[src/spi_pkg.sv]
// ************************************************************
// spi slave shared definitions
// byte and address widths, command layout, controller states
// ************************************************************
package spi_pkg;

  localparam int DATA_W     = 8;   // spi byte and register width
  localparam int ADDR_W     = 4;   // register address width
  localparam int NUM_REGS   = 16;  // registers in the bank
  localparam int CMD_WR_BIT = 7;   // 1 = write, 0 = read

  typedef logic [DATA_W-1:0]         data_t;
  typedef logic [ADDR_W-1:0]         addr_t;
  typedef logic [$clog2(DATA_W)-1:0] bit_cnt_t;  // bit index within a byte

  // controller sequencing
  typedef enum logic [2:0] {
    ST_IDLE    = 3'd0,  // ss high
    ST_CMD     = 3'd1,  // command byte shifting in
    ST_RD_LOAD = 3'd2,  // one cycle, hand read byte to front end
    ST_RD_DATA = 3'd3,  // read byte shifting out
    ST_WR_DATA = 3'd4   // write byte shifting in
  } ctrl_state_t;

endpackage

[src/spi_fe.sv]
// ************************************************************
// spi front end: synchronizes sclk, ss and mosi, detects edges
// and runs the mode 0 receive and transmit shift registers
// ************************************************************
`timescale 1ns/1ps

module spi_fe (
  input  logic           clk,
  input  logic           rst,
  input  logic           sclk,
  input  logic           ss,
  input  logic           mosi,
  input  spi_pkg::data_t tx_byte,
  input  logic           tx_load,
  output logic           miso,
  output spi_pkg::data_t rx_byte,
  output logic           bit_strobe,
  output logic           ss_start,
  output logic           ss_end
);
  import spi_pkg::*;

  logic [1:0] sclk_sync;  // [1] is the synchronized level
  logic [1:0] ss_sync;
  logic [1:0] mosi_sync;
  logic       sclk_q;     // synchronized sclk, one cycle old
  logic       ss_q;
  logic       sclk_rise;
  logic       sclk_fall;
  logic       ss_fall;
  logic       ss_rise;
  logic       selected;   // ss low after sync
  data_t      tx_shift;   // miso comes from the msb
  data_t      tx_hold;    // next byte to send
  logic       tx_pend;    // tx_hold waits for the next sclk fall

  always_ff @(posedge clk or posedge rst) begin
    if (rst) begin
      sclk_sync <= 2'b00;  // sclk idles low in mode 0
      ss_sync   <= 2'b11;  // deselected
      mosi_sync <= 2'b00;
      sclk_q    <= 1'b0;
      ss_q      <= 1'b1;
    end else begin
      sclk_sync <= {sclk_sync[0], sclk};
      ss_sync   <= {ss_sync[0], ss};
      mosi_sync <= {mosi_sync[0], mosi};
      sclk_q    <= sclk_sync[1];
      ss_q      <= ss_sync[1];
    end
  end

  assign sclk_rise = sclk_sync[1] & ~sclk_q;
  assign sclk_fall = ~sclk_sync[1] & sclk_q;
  assign ss_fall   = ~ss_sync[1] & ss_q;
  assign ss_rise   = ss_sync[1] & ~ss_q;
  assign selected  = ~ss_sync[1];

  // registered strobes, 3 clk after the pin change
  always_ff @(posedge clk or posedge rst) begin
    if (rst) begin
      bit_strobe <= 1'b0;
      ss_start   <= 1'b0;
      ss_end     <= 1'b0;
    end else begin
      bit_strobe <= sclk_rise & selected;  // same edge as the rx shift
      ss_start   <= ss_fall;
      ss_end     <= ss_rise;
    end
  end

  // receive, msb first, sampled on sclk rise
  always_ff @(posedge clk) begin
    if (sclk_rise && selected) begin
      rx_byte <= {rx_byte[DATA_W-2:0], mosi_sync[1]};
    end
  end

  always_ff @(posedge clk) begin
    if (tx_load) begin
      tx_hold <= tx_byte;  // rd_data from the register file
    end
  end

  // transmit, master samples on rise so we change on fall
  always_ff @(posedge clk or posedge rst) begin
    if (rst) begin
      tx_shift <= '0;
      tx_pend  <= 1'b0;
    end else if (ss_start || ss_end) begin
      tx_shift <= '0;  // zeros during the command byte
      tx_pend  <= 1'b0;
    end else begin
      if (sclk_fall && selected) begin
        if (tx_pend) begin
          tx_shift <= tx_hold;  // byte boundary, load instead of shift
          tx_pend  <= 1'b0;
        end else begin
          tx_shift <= {tx_shift[DATA_W-2:0], 1'b0};
        end
      end
      if (tx_load) begin
        tx_pend <= 1'b1;
      end
    end
  end

  assign miso = tx_shift[DATA_W-1];

endmodule

[src/spi_bit_counter.sv]
// ************************************************************
// bit counter: counts sampled bits, flags each complete byte
// ************************************************************
`timescale 1ns/1ps

module spi_bit_counter (
  input  logic clk,
  input  logic rst,
  input  logic ss_start,
  input  logic ss_end,
  input  logic bit_strobe,
  output logic byte_done
);
  import spi_pkg::*;

  bit_cnt_t bit_cnt;  // bits of the current byte seen so far

  always_ff @(posedge clk or posedge rst) begin
    if (rst) begin
      bit_cnt   <= '0;
      byte_done <= 1'b0;
    end else begin
      byte_done <= 1'b0;
      if (ss_start || ss_end) begin
        bit_cnt <= '0;  // partial byte is dropped
      end else if (bit_strobe) begin
        bit_cnt   <= bit_cnt + 1'b1;  // wraps 7 -> 0, bytes back to back
        byte_done <= (bit_cnt == bit_cnt_t'(DATA_W - 1));
      end
    end
  end

endmodule

[src/spi_ctrl.sv]
// ************************************************************
// spi controller: decodes the command byte, sequences register
// reads and writes and steps the address after each data byte
// ************************************************************
`timescale 1ns/1ps

module spi_ctrl (
  input  logic           clk,
  input  logic           rst,
  input  logic           ss_start,
  input  logic           ss_end,
  input  logic           byte_done,
  input  spi_pkg::data_t rx_byte,
  output spi_pkg::addr_t reg_addr,
  output logic           reg_we,
  output logic           tx_load
);
  import spi_pkg::*;

  ctrl_state_t state;
  ctrl_state_t state_nxt;
  addr_t       addr_nxt;

  always_comb begin
    state_nxt = state;
    addr_nxt  = reg_addr;
    case (state)
      ST_IDLE: begin
        if (ss_start) begin
          state_nxt = ST_CMD;
        end
      end
      ST_CMD: begin
        if (byte_done) begin
          addr_nxt  = rx_byte[ADDR_W-1:0];  // bits 6:4 ignored
          state_nxt = rx_byte[CMD_WR_BIT] ? ST_WR_DATA : ST_RD_LOAD;
        end
      end
      ST_RD_LOAD: begin
        state_nxt = ST_RD_DATA;  // single cycle, tx_load high
      end
      ST_RD_DATA: begin
        if (byte_done) begin
          addr_nxt  = reg_addr + 1'b1;  // wraps 15 -> 0
          state_nxt = ST_RD_LOAD;       // fetch the next byte
        end
      end
      ST_WR_DATA: begin
        if (byte_done) begin
          addr_nxt = reg_addr + 1'b1;  // write lands on the old address
        end
      end
      default: begin
        state_nxt = ST_IDLE;
      end
    endcase

    // deselect ends the transaction from anywhere
    if (ss_end) begin
      state_nxt = ST_IDLE;
    end
  end

  always_ff @(posedge clk or posedge rst) begin
    if (rst) begin
      state    <= ST_IDLE;
      reg_addr <= '0;
    end else begin
      state    <= state_nxt;
      reg_addr <= addr_nxt;
    end
  end

  assign reg_we  = (state == ST_WR_DATA) && byte_done;  // rx_byte is the wdata
  assign tx_load = (state == ST_RD_LOAD);

endmodule

[src/spi_regfile.sv]
// ************************************************************
// register bank: sixteen bytes, one write port and one
// combinational read port
// ************************************************************
`timescale 1ns/1ps

module spi_regfile (
  input  logic           clk,
  input  logic           rst,
  input  logic           we,
  input  spi_pkg::addr_t addr,
  input  spi_pkg::data_t wdata,
  output spi_pkg::data_t rdata
);
  import spi_pkg::*;

  data_t regs [NUM_REGS];

  always_ff @(posedge clk or posedge rst) begin
    if (rst) begin
      for (int i = 0; i < NUM_REGS; i++) begin
        regs[i] <= '0;  // bank reads back zero after reset
      end
    end else if (we) begin
      regs[addr] <= wdata;
    end
  end

  // read follows the address in the same cycle
  assign rdata = regs[addr];

endmodule

[src/spi_slave.sv]
// ************************************************************
// spi slave register bank top level
// front end, bit counter, controller and register file
// ************************************************************
`timescale 1ns/1ps

module spi_slave (
  input  logic clk,
  input  logic rst,
  input  logic sclk,
  input  logic ss,
  input  logic mosi,
  output logic miso
);
  import spi_pkg::*;

  data_t rx_byte;     // last byte shifted in
  data_t rd_data;     // register at reg_addr
  addr_t reg_addr;
  logic  reg_we;
  logic  tx_load;
  logic  bit_strobe;
  logic  byte_done;
  logic  ss_start;
  logic  ss_end;

  spi_fe spi_fe_inst (
    .clk        (clk),
    .rst        (rst),
    .sclk       (sclk),
    .ss         (ss),
    .mosi       (mosi),
    .tx_byte    (rd_data),
    .tx_load    (tx_load),
    .miso       (miso),
    .rx_byte    (rx_byte),
    .bit_strobe (bit_strobe),
    .ss_start   (ss_start),
    .ss_end     (ss_end)
  );

  spi_bit_counter spi_bit_counter_inst (
    .clk        (clk),
    .rst        (rst),
    .ss_start   (ss_start),
    .ss_end     (ss_end),
    .bit_strobe (bit_strobe),
    .byte_done  (byte_done)
  );

  spi_ctrl spi_ctrl_inst (
    .clk       (clk),
    .rst       (rst),
    .ss_start  (ss_start),
    .ss_end    (ss_end),
    .byte_done (byte_done),
    .rx_byte   (rx_byte),
    .reg_addr  (reg_addr),
    .reg_we    (reg_we),
    .tx_load   (tx_load)
  );

  spi_regfile spi_regfile_inst (
    .clk   (clk),
    .rst   (rst),
    .we    (reg_we),
    .addr  (reg_addr),
    .wdata (rx_byte),
    .rdata (rd_data)
  );

endmodule

[config.mk]
export PLATFORM = sky130hd
export DESIGN_NAME = spi_slave
export DESIGN_NICKNAME = d
export VERILOG_FILES = /design/src/spi_pkg.sv /design/src/spi_fe.sv /design/src/spi_bit_counter.sv /design/src/spi_ctrl.sv /design/src/spi_regfile.sv /design/src/spi_slave.sv
export SDC_FILE = /design/constraint.sdc
export NUM_CORES = 1
export LEC_CHECK = 0
export ABC_AREA = 0
export BUFFER_PORTS_ARGS = -buffer_cell sky130_fd_sc_hd__clkbuf_2
export CAP_MARGIN = 20
export CORE_MARGIN = 2
export CORE_UTILIZATION = 50
export DETAILED_ROUTE_END_ITERATION = 8
export PLACE_DENSITY = 0.66
export SYNTH_ARGS = -nofsm -noshare
export SYNTH_HDL_FRONTEND = slang
export SYNTH_HIERARCHICAL = 1
export SYNTH_SLANG_ARGS = --single-unit
[constraint.sdc]
create_clock -name clk -period 4.7 [get_ports clk]
set_input_delay 0.47 -clock clk [delete_from_list [all_inputs] [get_ports clk]]
set_output_delay 0.47 -clock clk [all_outputs]
set_load 0.05 [all_outputs]
==> reports/qor.txt, run 1 <==
Number of setup violations in the final report - 0
RSZ-0062 raised after global routing - false
Number of cell rows - 45
Total number of clock tree sinks - 175
Logic gate share of total power - 5.6%
GRT Resource Usage Total - 21.1%
Count of input and output buffers - 5
Count of unresolved DRC violations after routing - 0
Clock tree from TritonCTS - built
Leakage dissipation - 4.04 nW
Capture instance of the worst register-to-register path - spi_regfile_inst/regs[109]
Worst slew pin tran - 0.805 ns
X dimension of the die - 129 um
Largest stage delay, worst path - 0.62 ns
Grt ovf - 0
Post-synth EDFFs - 16
Timing startpoint of the critical path - spi_ctrl_inst/state[1]
Sum Neg Setup Slack - 0 ns
Via total after detailed routing - 4219
Number of storage elements in the synthesis netlist - 175
DP HPWL - 9.94 mm
Highest net fanout along the worst path - 8
Remaining antenna violation count after routing - 0
Slowest-stage cell, CP - sky130_fd_sc_hd__nor2b_1
Number of instances in the synthesized netlist - 501
Hold Path Class - in -> reg
Total CTS buffers - 17
Number of global-route vias before repair - 4490
Predominant post-synthesis flop cell - sky130_fd_sc_hd__dfrtp_1
Area grow syn2layout - 10.0%
Maximum clock skew at final layout - 0.0108 ns
Clk Latency, worst-skew pair - 0.43 ns
Power spent charging and discharging nets - 0.000774 W
Final nets - 510
WP data required - 5.01 ns
Power Total - 0.00321 W
Initial antenna violation count - 0
Crit path capture type - register
Startpoint-to-endpoint class of the critical path - reg -> reg
Number of antenna repair diodes - 0
Yosys Warn Count - 6
Wire length per cell - 21.5 um
Pre-Repair DR Iteration Count - 5
Worst setup path endpoint - spi_regfile_inst/regs[109]
Fin crit share - 55.1%
Endpoints failing hold - 0
Count of boundary I/O pins - 6
Cell Pwr Density - 371 nW/um2
Worst Path Arrival - 2.91 ns
Routed wire length - 15.6 mm
Distinct cells, synth - 56
Reg2reg setup slack - 2.11 ns
Buffer type at the clock tree root - sky130_fd_sc_hd__clkbuf_16
Maximum vdd drop - 0.000247 V
Most frequent cells in the layout - sky130_fd_sc_hd__dfrtp_1 (154), sky130_fd_sc_hd__mux2_2 (120), sky130_fd_sc_hd__mux4_2 (32)
Maximum number of pins on one net before global-route repair - 65
RD Place Congestion - 0.777
Max-cap viol count - 0
Clock slew seen by the registers of the worst setup and hold paths - 0.07 ns
Die footprint - 16700 um2
Kind of launch point of the worst setup path - register
Proportion of power drawn by flip-flops and latches - 50.7%
Net Count, Synth - 509
Relative max-transition margin - 46.4%
DRC marker count from the first detailed-route iteration - 290
First-pass GRT wire length - 26.1 mm
Final Util - 56.5%
Share of power burned in the clock network - 43.7%
Most frequent standard cell in the layout excluding fill and tap cells - sky130_fd_sc_hd__dfrtp_1
Maximum count of clock buffers along a single path - 2
Clock period minus worst slack - 2.59 ns
Reg-to-reg startpoint - spi_ctrl_inst/state[1]
Depth of the worst register-to-register path - 5
Fraction of layout cells with a size suffix above 1 - 45.2%
Sequential cell area fraction in the yosys report - 56.7%
Status - finished, final reports clean
Netlist Area Pre-Place - 7870 um2
Via density per instance - 5.81
Sw frac - 24.1%
Internal power - 0.00244 W
Clock H-tree levels - 4
Height of the die - 129 um
Proportion of synthesized flip-flops having asynchronous set or reset - 90.9%
Fill cell instance count of the final layout - 1241
Ordered list of cells on the worst path - nor3b_4 > and2_2 > nor4bb_1 > nor2b_1 > mux2_2
Max frequency - 386 MHz
Max-slew violation total from the final report - 0
Core outline area - 15300 um2
Synthesized area per cell - 15.7 um2
Initial Utilization - 51.4%
[metal layers]
metal | global-route usage (%) | routed length (um) | part of all wire, % | up-vias
met4 | 7.27 | 307 | 2.0 | 0
li1 | - | - | - | 1874
met5 | 0 | 0 | 0 | -
met3 | 4.58 | 442 | 2.8 | 19
met2 | 32.5 | 7450 | 48 | 52
met1 | 30.0 | 7450 | 48 | 2274
[final cells by class]
cell class	count	area, um2	area share (%)
clock inverter	14	158	1.82
clock buffer	18	429	4.96
multi-input combinational	288	3200	37.0
timing repair buffer	13	105	1.21
tap	211	264	3.05
sequential	175	4470	51.6
inverter	7	28.8	0.333
[power by group through the flow]
| stage | registers, W | logic (W) | clock network (W) |
|---|---|---|---|
| final | 0.00163 | 0.000180 | 0.00140 |
| after global routing | 0.00164 | 0.000200 | 0.00151 |
| after CTS | 0.00163 | 0.000183 | 0.00144 |
| after detailed placement | 0.00166 | 0.000180 | 0 |
| after global placement | 0.00165 | 0.000168 | 0 |
| after floorplan | 0.00163 | 0.000158 | 0 |
[synthesized netlist by cell type (2+ instances only)]
master / number / area [um2]
sky130_fd_sc_hd__buf_2: 13 / 65.1
sky130_fd_sc_hd__edfxtp_1: 16 / 480
sky130_fd_sc_hd__nor2_1: 3 / 11.3
sky130_fd_sc_hd__nand2_1: 15 / 56.3
sky130_fd_sc_hd__nor2_2: 5 / 31.3
sky130_fd_sc_hd__buf_4: 2 / 15.0
sky130_fd_sc_hd__nor3b_1: 2 / 15.0
sky130_fd_sc_hd__nand4bb_1: 2 / 22.5
sky130_fd_sc_hd__or3_1: 2 / 12.5
sky130_fd_sc_hd__clkbuf_1: 10 / 37.5
sky130_fd_sc_hd__nor3_1: 4 / 20.0
sky130_fd_sc_hd__mux2_4: 8 / 120
sky130_fd_sc_hd__mux2i_1: 12 / 120
sky130_fd_sc_hd__dfstp_2: 3 / 78.8
sky130_fd_sc_hd__ha_1: 3 / 37.5
sky130_fd_sc_hd__inv_1: 7 / 26.3
sky130_fd_sc_hd__buf_6: 4 / 45.0
sky130_fd_sc_hd__nor3_2: 9 / 90.1
sky130_fd_sc_hd__nor4b_4: 2 / 47.6
sky130_fd_sc_hd__or4_1: 2 / 15.0
sky130_fd_sc_hd__o211ai_1: 2 / 15.0
sky130_fd_sc_hd__mux2_2: 120 / 1350
sky130_fd_sc_hd__nand3_1: 2 / 10.0
sky130_fd_sc_hd__o2bb2ai_1: 2 / 17.5
sky130_fd_sc_hd__a21o_1: 7 / 52.6
sky130_fd_sc_hd__nor3b_4: 2 / 37.5
sky130_fd_sc_hd__dfrtp_1: 156 / 3900
sky130_fd_sc_hd__o21bai_1: 2 / 15.0
sky130_fd_sc_hd__a22oi_1: 16 / 120
sky130_fd_sc_hd__a21oi_1: 4 / 20.0
sky130_fd_sc_hd__nor2b_1: 7 / 43.8
sky130_fd_sc_hd__mux4_2: 32 / 721
sky130_fd_sc_hd__nand2b_1: 2 / 12.5
[cell families after synthesis]
group                    share of synthesized area, %
AO/OA/AOI/OAI                                    3.80
XOR/XNOR                                        0.111
multiplexers                                     29.5
adder cells (fa/ha/maj)                         0.477
AND/OR/NAND/NOR                                  6.81
buffers and inverters                            2.51
flip-flops                                       56.7
[registers in the layout (all words and copies together) (netlist names)]
name	flops
spi_bit_counter_inst/bit_cnt	3
spi_bit_counter_inst/byte_done	1
spi_ctrl_inst/reg_addr	4
spi_ctrl_inst/state	3
spi_fe_inst/bit_strobe	1
spi_fe_inst/mosi_sync	2
spi_fe_inst/rx_byte	8
spi_fe_inst/sclk_q	1
spi_fe_inst/sclk_sync	2
spi_fe_inst/ss_end	1
spi_fe_inst/ss_q	1
spi_fe_inst/ss_start	1
spi_fe_inst/ss_sync	2
spi_fe_inst/tx_hold	8
spi_fe_inst/tx_pend	1
spi_fe_inst/tx_shift	8
spi_regfile_inst/regs	128
[critical path: cells and delay by family, from the launching register on]
family / cells / cell delay [ns]
DFF: 1 / 0.48
and+or+nand+nor: 4 / 1.60
muxes: 1 / 0.41
[metrics by stage]
step	setup WS, ns	hold WS [ns]	instances	area [um2]
6_report	2.11	0.114	726	8650
3_5_place_dp	2.12	0.338	693	8060
2_1_floorplan	0.817	0.236	501	7870
4_1_cts	2.11	0.0990	726	8650
3_3_place_gp	2.18	0.343	691	8030
5_1_grt	1.82	0.0970	726	8650
[worst min-delay path by stage]
stage,start,to,cells past startpoint
after floorplan,rst,spi_bit_counter_inst/bit_cnt[0],1
after global placement,spi_fe_inst/sclk_sync[0],spi_fe_inst/sclk_sync[1],0
after detailed placement,spi_fe_inst/sclk_sync[0],spi_fe_inst/sclk_sync[1],0
after CTS,ss,spi_fe_inst/ss_sync[0],1
after global routing,ss,spi_fe_inst/ss_sync[0],1
final,ss,spi_fe_inst/ss_sync[0],1
[timing repair]
item | 4_1_cts | 5_1_grt
setup endpoints to repair | 0 | 0
hold buffers | 1 | 0
resized for setup | 0 | 0
endpoints found under the hold margin | 4 | 0
setup buffers | 0 | 0
Power figures use the tool's default switching activity.
==> inputs of run 2 (changes only) <==
--- a/config.mk
+++ b/config.mk
@@ -5,7 +5,7 @@
 export SDC_FILE = /design/constraint.sdc
 export NUM_CORES = 1
 export LEC_CHECK = 0
-export ABC_AREA = 0
+export ABC_AREA = 1
 export BUFFER_PORTS_ARGS = -buffer_cell sky130_fd_sc_hd__clkbuf_2
 export CAP_MARGIN = 20
 export CORE_MARGIN = 2
==> constraint.sdc (replaced) <==
create_clock -name clk -period 2.5 [get_ports clk]
set_input_delay 0.25 -clock clk [delete_from_list [all_inputs] [get_ports clk]]
set_output_delay 0.25 -clock clk [all_outputs]
set_load 0.05 [all_outputs]
==> run 2 against run 1 <==
Effect of this change:
- hold slack improved by 0.20 ns
- critical path depth increased by 3
- fmax up 15%
- non-clock buffer count grew 11
- setup slack worse by 1.9 ns
- routed wire length rose by 18%
- first-iteration DRC count grew 100%
- via count is 50% higher
- critical endpoint is now spi_regfile_inst/regs[56]
==> reports/qor.txt, run 2 <==
Status - finished, final reports clean
Clk Latency, worst-skew pair - 0.42 ns (about the same)
Reg2reg setup slack - 0.25 ns (-1.85 ns)
Yosys top cell area share - 48.3% (-1.4 points)
Maximum vdd drop - 0.000459 V (+86%)
Buffer type at the clock tree root - sky130_fd_sc_hd__clkbuf_16
Number of setup violations in the final report - 0 (unchanged)
Setup slack after placement - 0.357 ns (-1.76 ns)
RD Place Congestion - 0.755 (-2.9%)
Number of storage elements in the synthesis netlist - 175 (unchanged)
Most frequent cells in the layout - sky130_fd_sc_hd__nand2_1 (494), sky130_fd_sc_hd__dfrtp_1 (155), sky130_fd_sc_hd__nor2_1 (62)
Maximum clock skew at final layout - 0.0102 ns (-0.000567 ns)
Ordered list of cells on the worst path - nor2_2 > nand3_2 > inv_1 > inv_2 > nor3_2 > nand2_1 > nand2_1 > o21ai_0
Slowest-stage cell, CP - sky130_fd_sc_hd__dfrtp_1
Clock H-tree levels - 4 (unchanged)
Post-CTS setup buffer count - 0 (unchanged)
Area grow syn2layout - 10.3%
Netlist Area Pre-Place - 8090 um2 (+2.8%)
Final Util - 56.4% (-0.14 points)
Cell Pwr Density - 669 nW/um2 (+80%)
Fraction of layout cells with a size suffix above 1 - 8.57% (-37 points)
Power Total - 0.00597 W (+86%)
Distinct cells, synth - 29 (-48%)
Number of instances in the placed design - 1218 (+76%)
Cell family contributing the most delay on the critical path - simple AND/OR/NAND/NOR gates
RSZ-0062 raised after global routing - false
Count of unresolved DRC violations after routing - 0 (unchanged)
Max-slew violation total from the final report - 0 (unchanged)
Startpoint-to-endpoint class of the critical path - reg -> reg
Most numerous cell in the Yosys netlist - sky130_fd_sc_hd__nand2_1
Core outline area - 15800 um2 (+3.3%)
Via total after detailed routing - 6323 (+50%)
Die footprint - 17200 um2 (+2.7%)
Predominant post-synthesis flop cell - sky130_fd_sc_hd__dfrtp_1
Final nets - 1033 (+100%)
Most frequent standard cell in the layout excluding fill and tap cells - sky130_fd_sc_hd__nand2_1
Worst slew pin tran - 0.837 ns (+0.0329 ns)
Number of instances in the synthesized netlist - 1031 (+110%)
Post-synth EDFFs - 16 (unchanged)
Number of cell rows - 46 (+2.2%)
Net Count, Synth - 1039 (+100%)
Leakage dissipation - 4.61 nW (+14%)
Routed wire length - 18.5 mm (+18%)
Total number of clock tree sinks - 175 (unchanged)
Biggest area consumer among synthesized cells - sky130_fd_sc_hd__dfrtp_1
Remaining antenna violation count after routing - 0 (unchanged)
DP HPWL - 11.4 mm (+14%)
Pre-Repair DR Iteration Count - 6 (+1)
Synthesized area per cell - 7.84 um2 (-50%)
Proportion of synthesized flip-flops having asynchronous set or reset - 90.9% (unchanged)
Initial antenna violation count - 0 (unchanged)
Sum Neg Setup Slack - 0 ns (unchanged)
Timing startpoint of the critical path - spi_ctrl_inst/state[1]
Clock tree from TritonCTS - built
Crit path capture type - register
Number of global-route vias before repair - 5901 (+31%)
X dimension of the die - 131 um (+1.4%)
Most common cell on crit path - sky130_fd_sc_hd__nand2_1
Fin crit share - 89.8% (+35 points)
Relative max-transition margin - 44.1% (-2.3 points)
Number of antenna repair diodes - 0 (unchanged)
Grt ovf - 0 (unchanged)
WP data required - 2.76 ns (-2.25 ns)
Max frequency - 445 MHz (+15%)
Sequential cell area fraction in the yosys report - 55.2% (-1.6 points)
Hold Path Class - in -> async
Clock slew seen by the registers of the worst setup and hold paths - 0.07 ns (about the same)
Clock period minus worst slack - 2.25 ns (-0.346 ns)
Highest net fanout along the worst path - 16 (+8)
Capture instance of the worst register-to-register path - spi_regfile_inst/regs[56]
Count of input and output buffers - 5 (unchanged)
Worst Path Arrival - 2.50 ns (-0.41 ns)
DRC marker count from the first detailed-route iteration - 579 (+100%)
Top post-synthesis cells by area - sky130_fd_sc_hd__dfrtp_1 (48%), sky130_fd_sc_hd__nand2_1 (23%), sky130_fd_sc_hd__edfxtp_1 (5.9%)
Wire length per cell - 14.7 um (-32%)
Max-cap viol count - 0 (unchanged)
Via density per instance - 5.04 (-13%)
Maximum count of clock buffers along a single path - 2 (unchanged)
GRT Resource Usage Total - 22.7% (+1.7 points)
Kind of launch point of the worst setup path - register
Yosys Warn Count - 6 (unchanged)
Total CTS buffers - 17 (unchanged)
Largest stage delay, worst path - 0.44 ns (-0.18 ns)
Maximum number of pins on one net before global-route repair - 129 (+98%)
Largest register by flop count - spi_regfile_inst/regs
Height of the die - 131 um (+1.4%)
Final worst setup slack - 0.254 ns (-1.85 ns)
Endpoints failing hold - 0 (unchanged)
First-pass GRT wire length - 31.2 mm (+20%)
Largest register FFs - 128 (unchanged)
Post-layout instance count excluding filler cells - 1254 (+73%)
Cell types with the highest counts after synthesis - sky130_fd_sc_hd__nand2_1 (495), sky130_fd_sc_hd__dfrtp_1 (156), sky130_fd_sc_hd__nor2_1 (62), sky130_fd_sc_hd__o21ai_0 (50), sky130_fd_sc_hd__a21oi_1 (48)
Depth of the worst register-to-register path - 8 (+3)
Initial Utilization - 51.1% (-0.26 points)
Count of boundary I/O pins - 6 (unchanged)
Reg-to-reg startpoint - spi_ctrl_inst/state[1]
Count of buffering cells on the critical path with inverters included - 2 (+2)
run 2: cell count changes after synthesis, moves of 29 or more:
cell                      previous run  this run
sky130_fd_sc_hd__nand2_1            15       495
sky130_fd_sc_hd__nand3_1             2        31
sky130_fd_sc_hd__a21oi_1             4        48
sky130_fd_sc_hd__o21ai_0             1        50
sky130_fd_sc_hd__inv_1               7        41
sky130_fd_sc_hd__o21ai_1             1        32
sky130_fd_sc_hd__mux4_2             32         0
sky130_fd_sc_hd__mux2_2            120         0
sky130_fd_sc_hd__nor2_1              3        62
run 2: per-layer routing:
layer / wire [um] / GRT usage, % / vias to the layer above
li1: - / - / 3214
met1: 9110 / 33.6 / 2983
met2: 8500 / 35.2 / 116
met4: 136 / 4.89 / 0
met3: 742 / 4.28 / 10
met5: 0 / 0 / -
run 2: tightest hold or removal path, cell delays in order:
cell                            delay (ns)
sky130_fd_sc_hd__dlygate4sd3_1        0.53
sky130_fd_sc_hd__clkbuf_2             0.15
sky130_fd_sc_hd__inv_1                0.15
run 2: cell type report:
| cell class | count | area [um2] |
|---|---|---|
| Timing Repair Buffer | 24 | 215 |
| Inverter | 52 | 201 |
| Multi-Input combinational cell | 755 | 3200 |
| Fill cell | 1487 | 6910 |
| Clock inverter | 13 | 138 |
| Tap cell | 216 | 270 |
| Sequential cell | 175 | 4460 |
| Clock buffer | 19 | 433 |
run 2: report_power, final:
| group | internal [W] | switching [W] | leakage, nW |
|---|---|---|---|
| clock network | 0.00147 | 0.00112 | 0.270 |
| registers | 0.00294 | 0.0000725 | 2.34 |
| logic | 0.000102 | 0.000266 | 1.99 |
run 2: worst max path at each step:
stage	cells after the start	to
5_1_grt	8	spi_regfile_inst/regs[56]
4_1_cts	8	spi_regfile_inst/regs[30]
3_5_place_dp	8	spi_regfile_inst/regs[56]
3_3_place_gp	8	spi_regfile_inst/regs[30]
2_1_floorplan	1	spi_regfile_inst/regs[0]
6_report	8	spi_regfile_inst/regs[56]
run 2: cells by family after synthesis:
family | share of synthesized area, %
compound gates | 8.04
xor+xnor | 0.108
fa+ha+maj | 0.464
buf+inv | 5.28
flops | 55.2
simple gates | 30.9
run 2: timing repair:
item                                    4_1_cts  5_1_grt
endpoints found under the setup margin        0        1
resized for setup                             0        1
hold buffers                                  4        0
hold endpoints to repair                     14        0
run 2: stage by stage:
stage / hold WS [ns] / instance area, um2
global placement: 0.209 / 8310
CTS: 0.308 / 8920
finish: 0.316 / 8920
global route: 0.339 / 8920
detailed placement: 0.207 / 8310
floorplan: 0.0161 / 8090
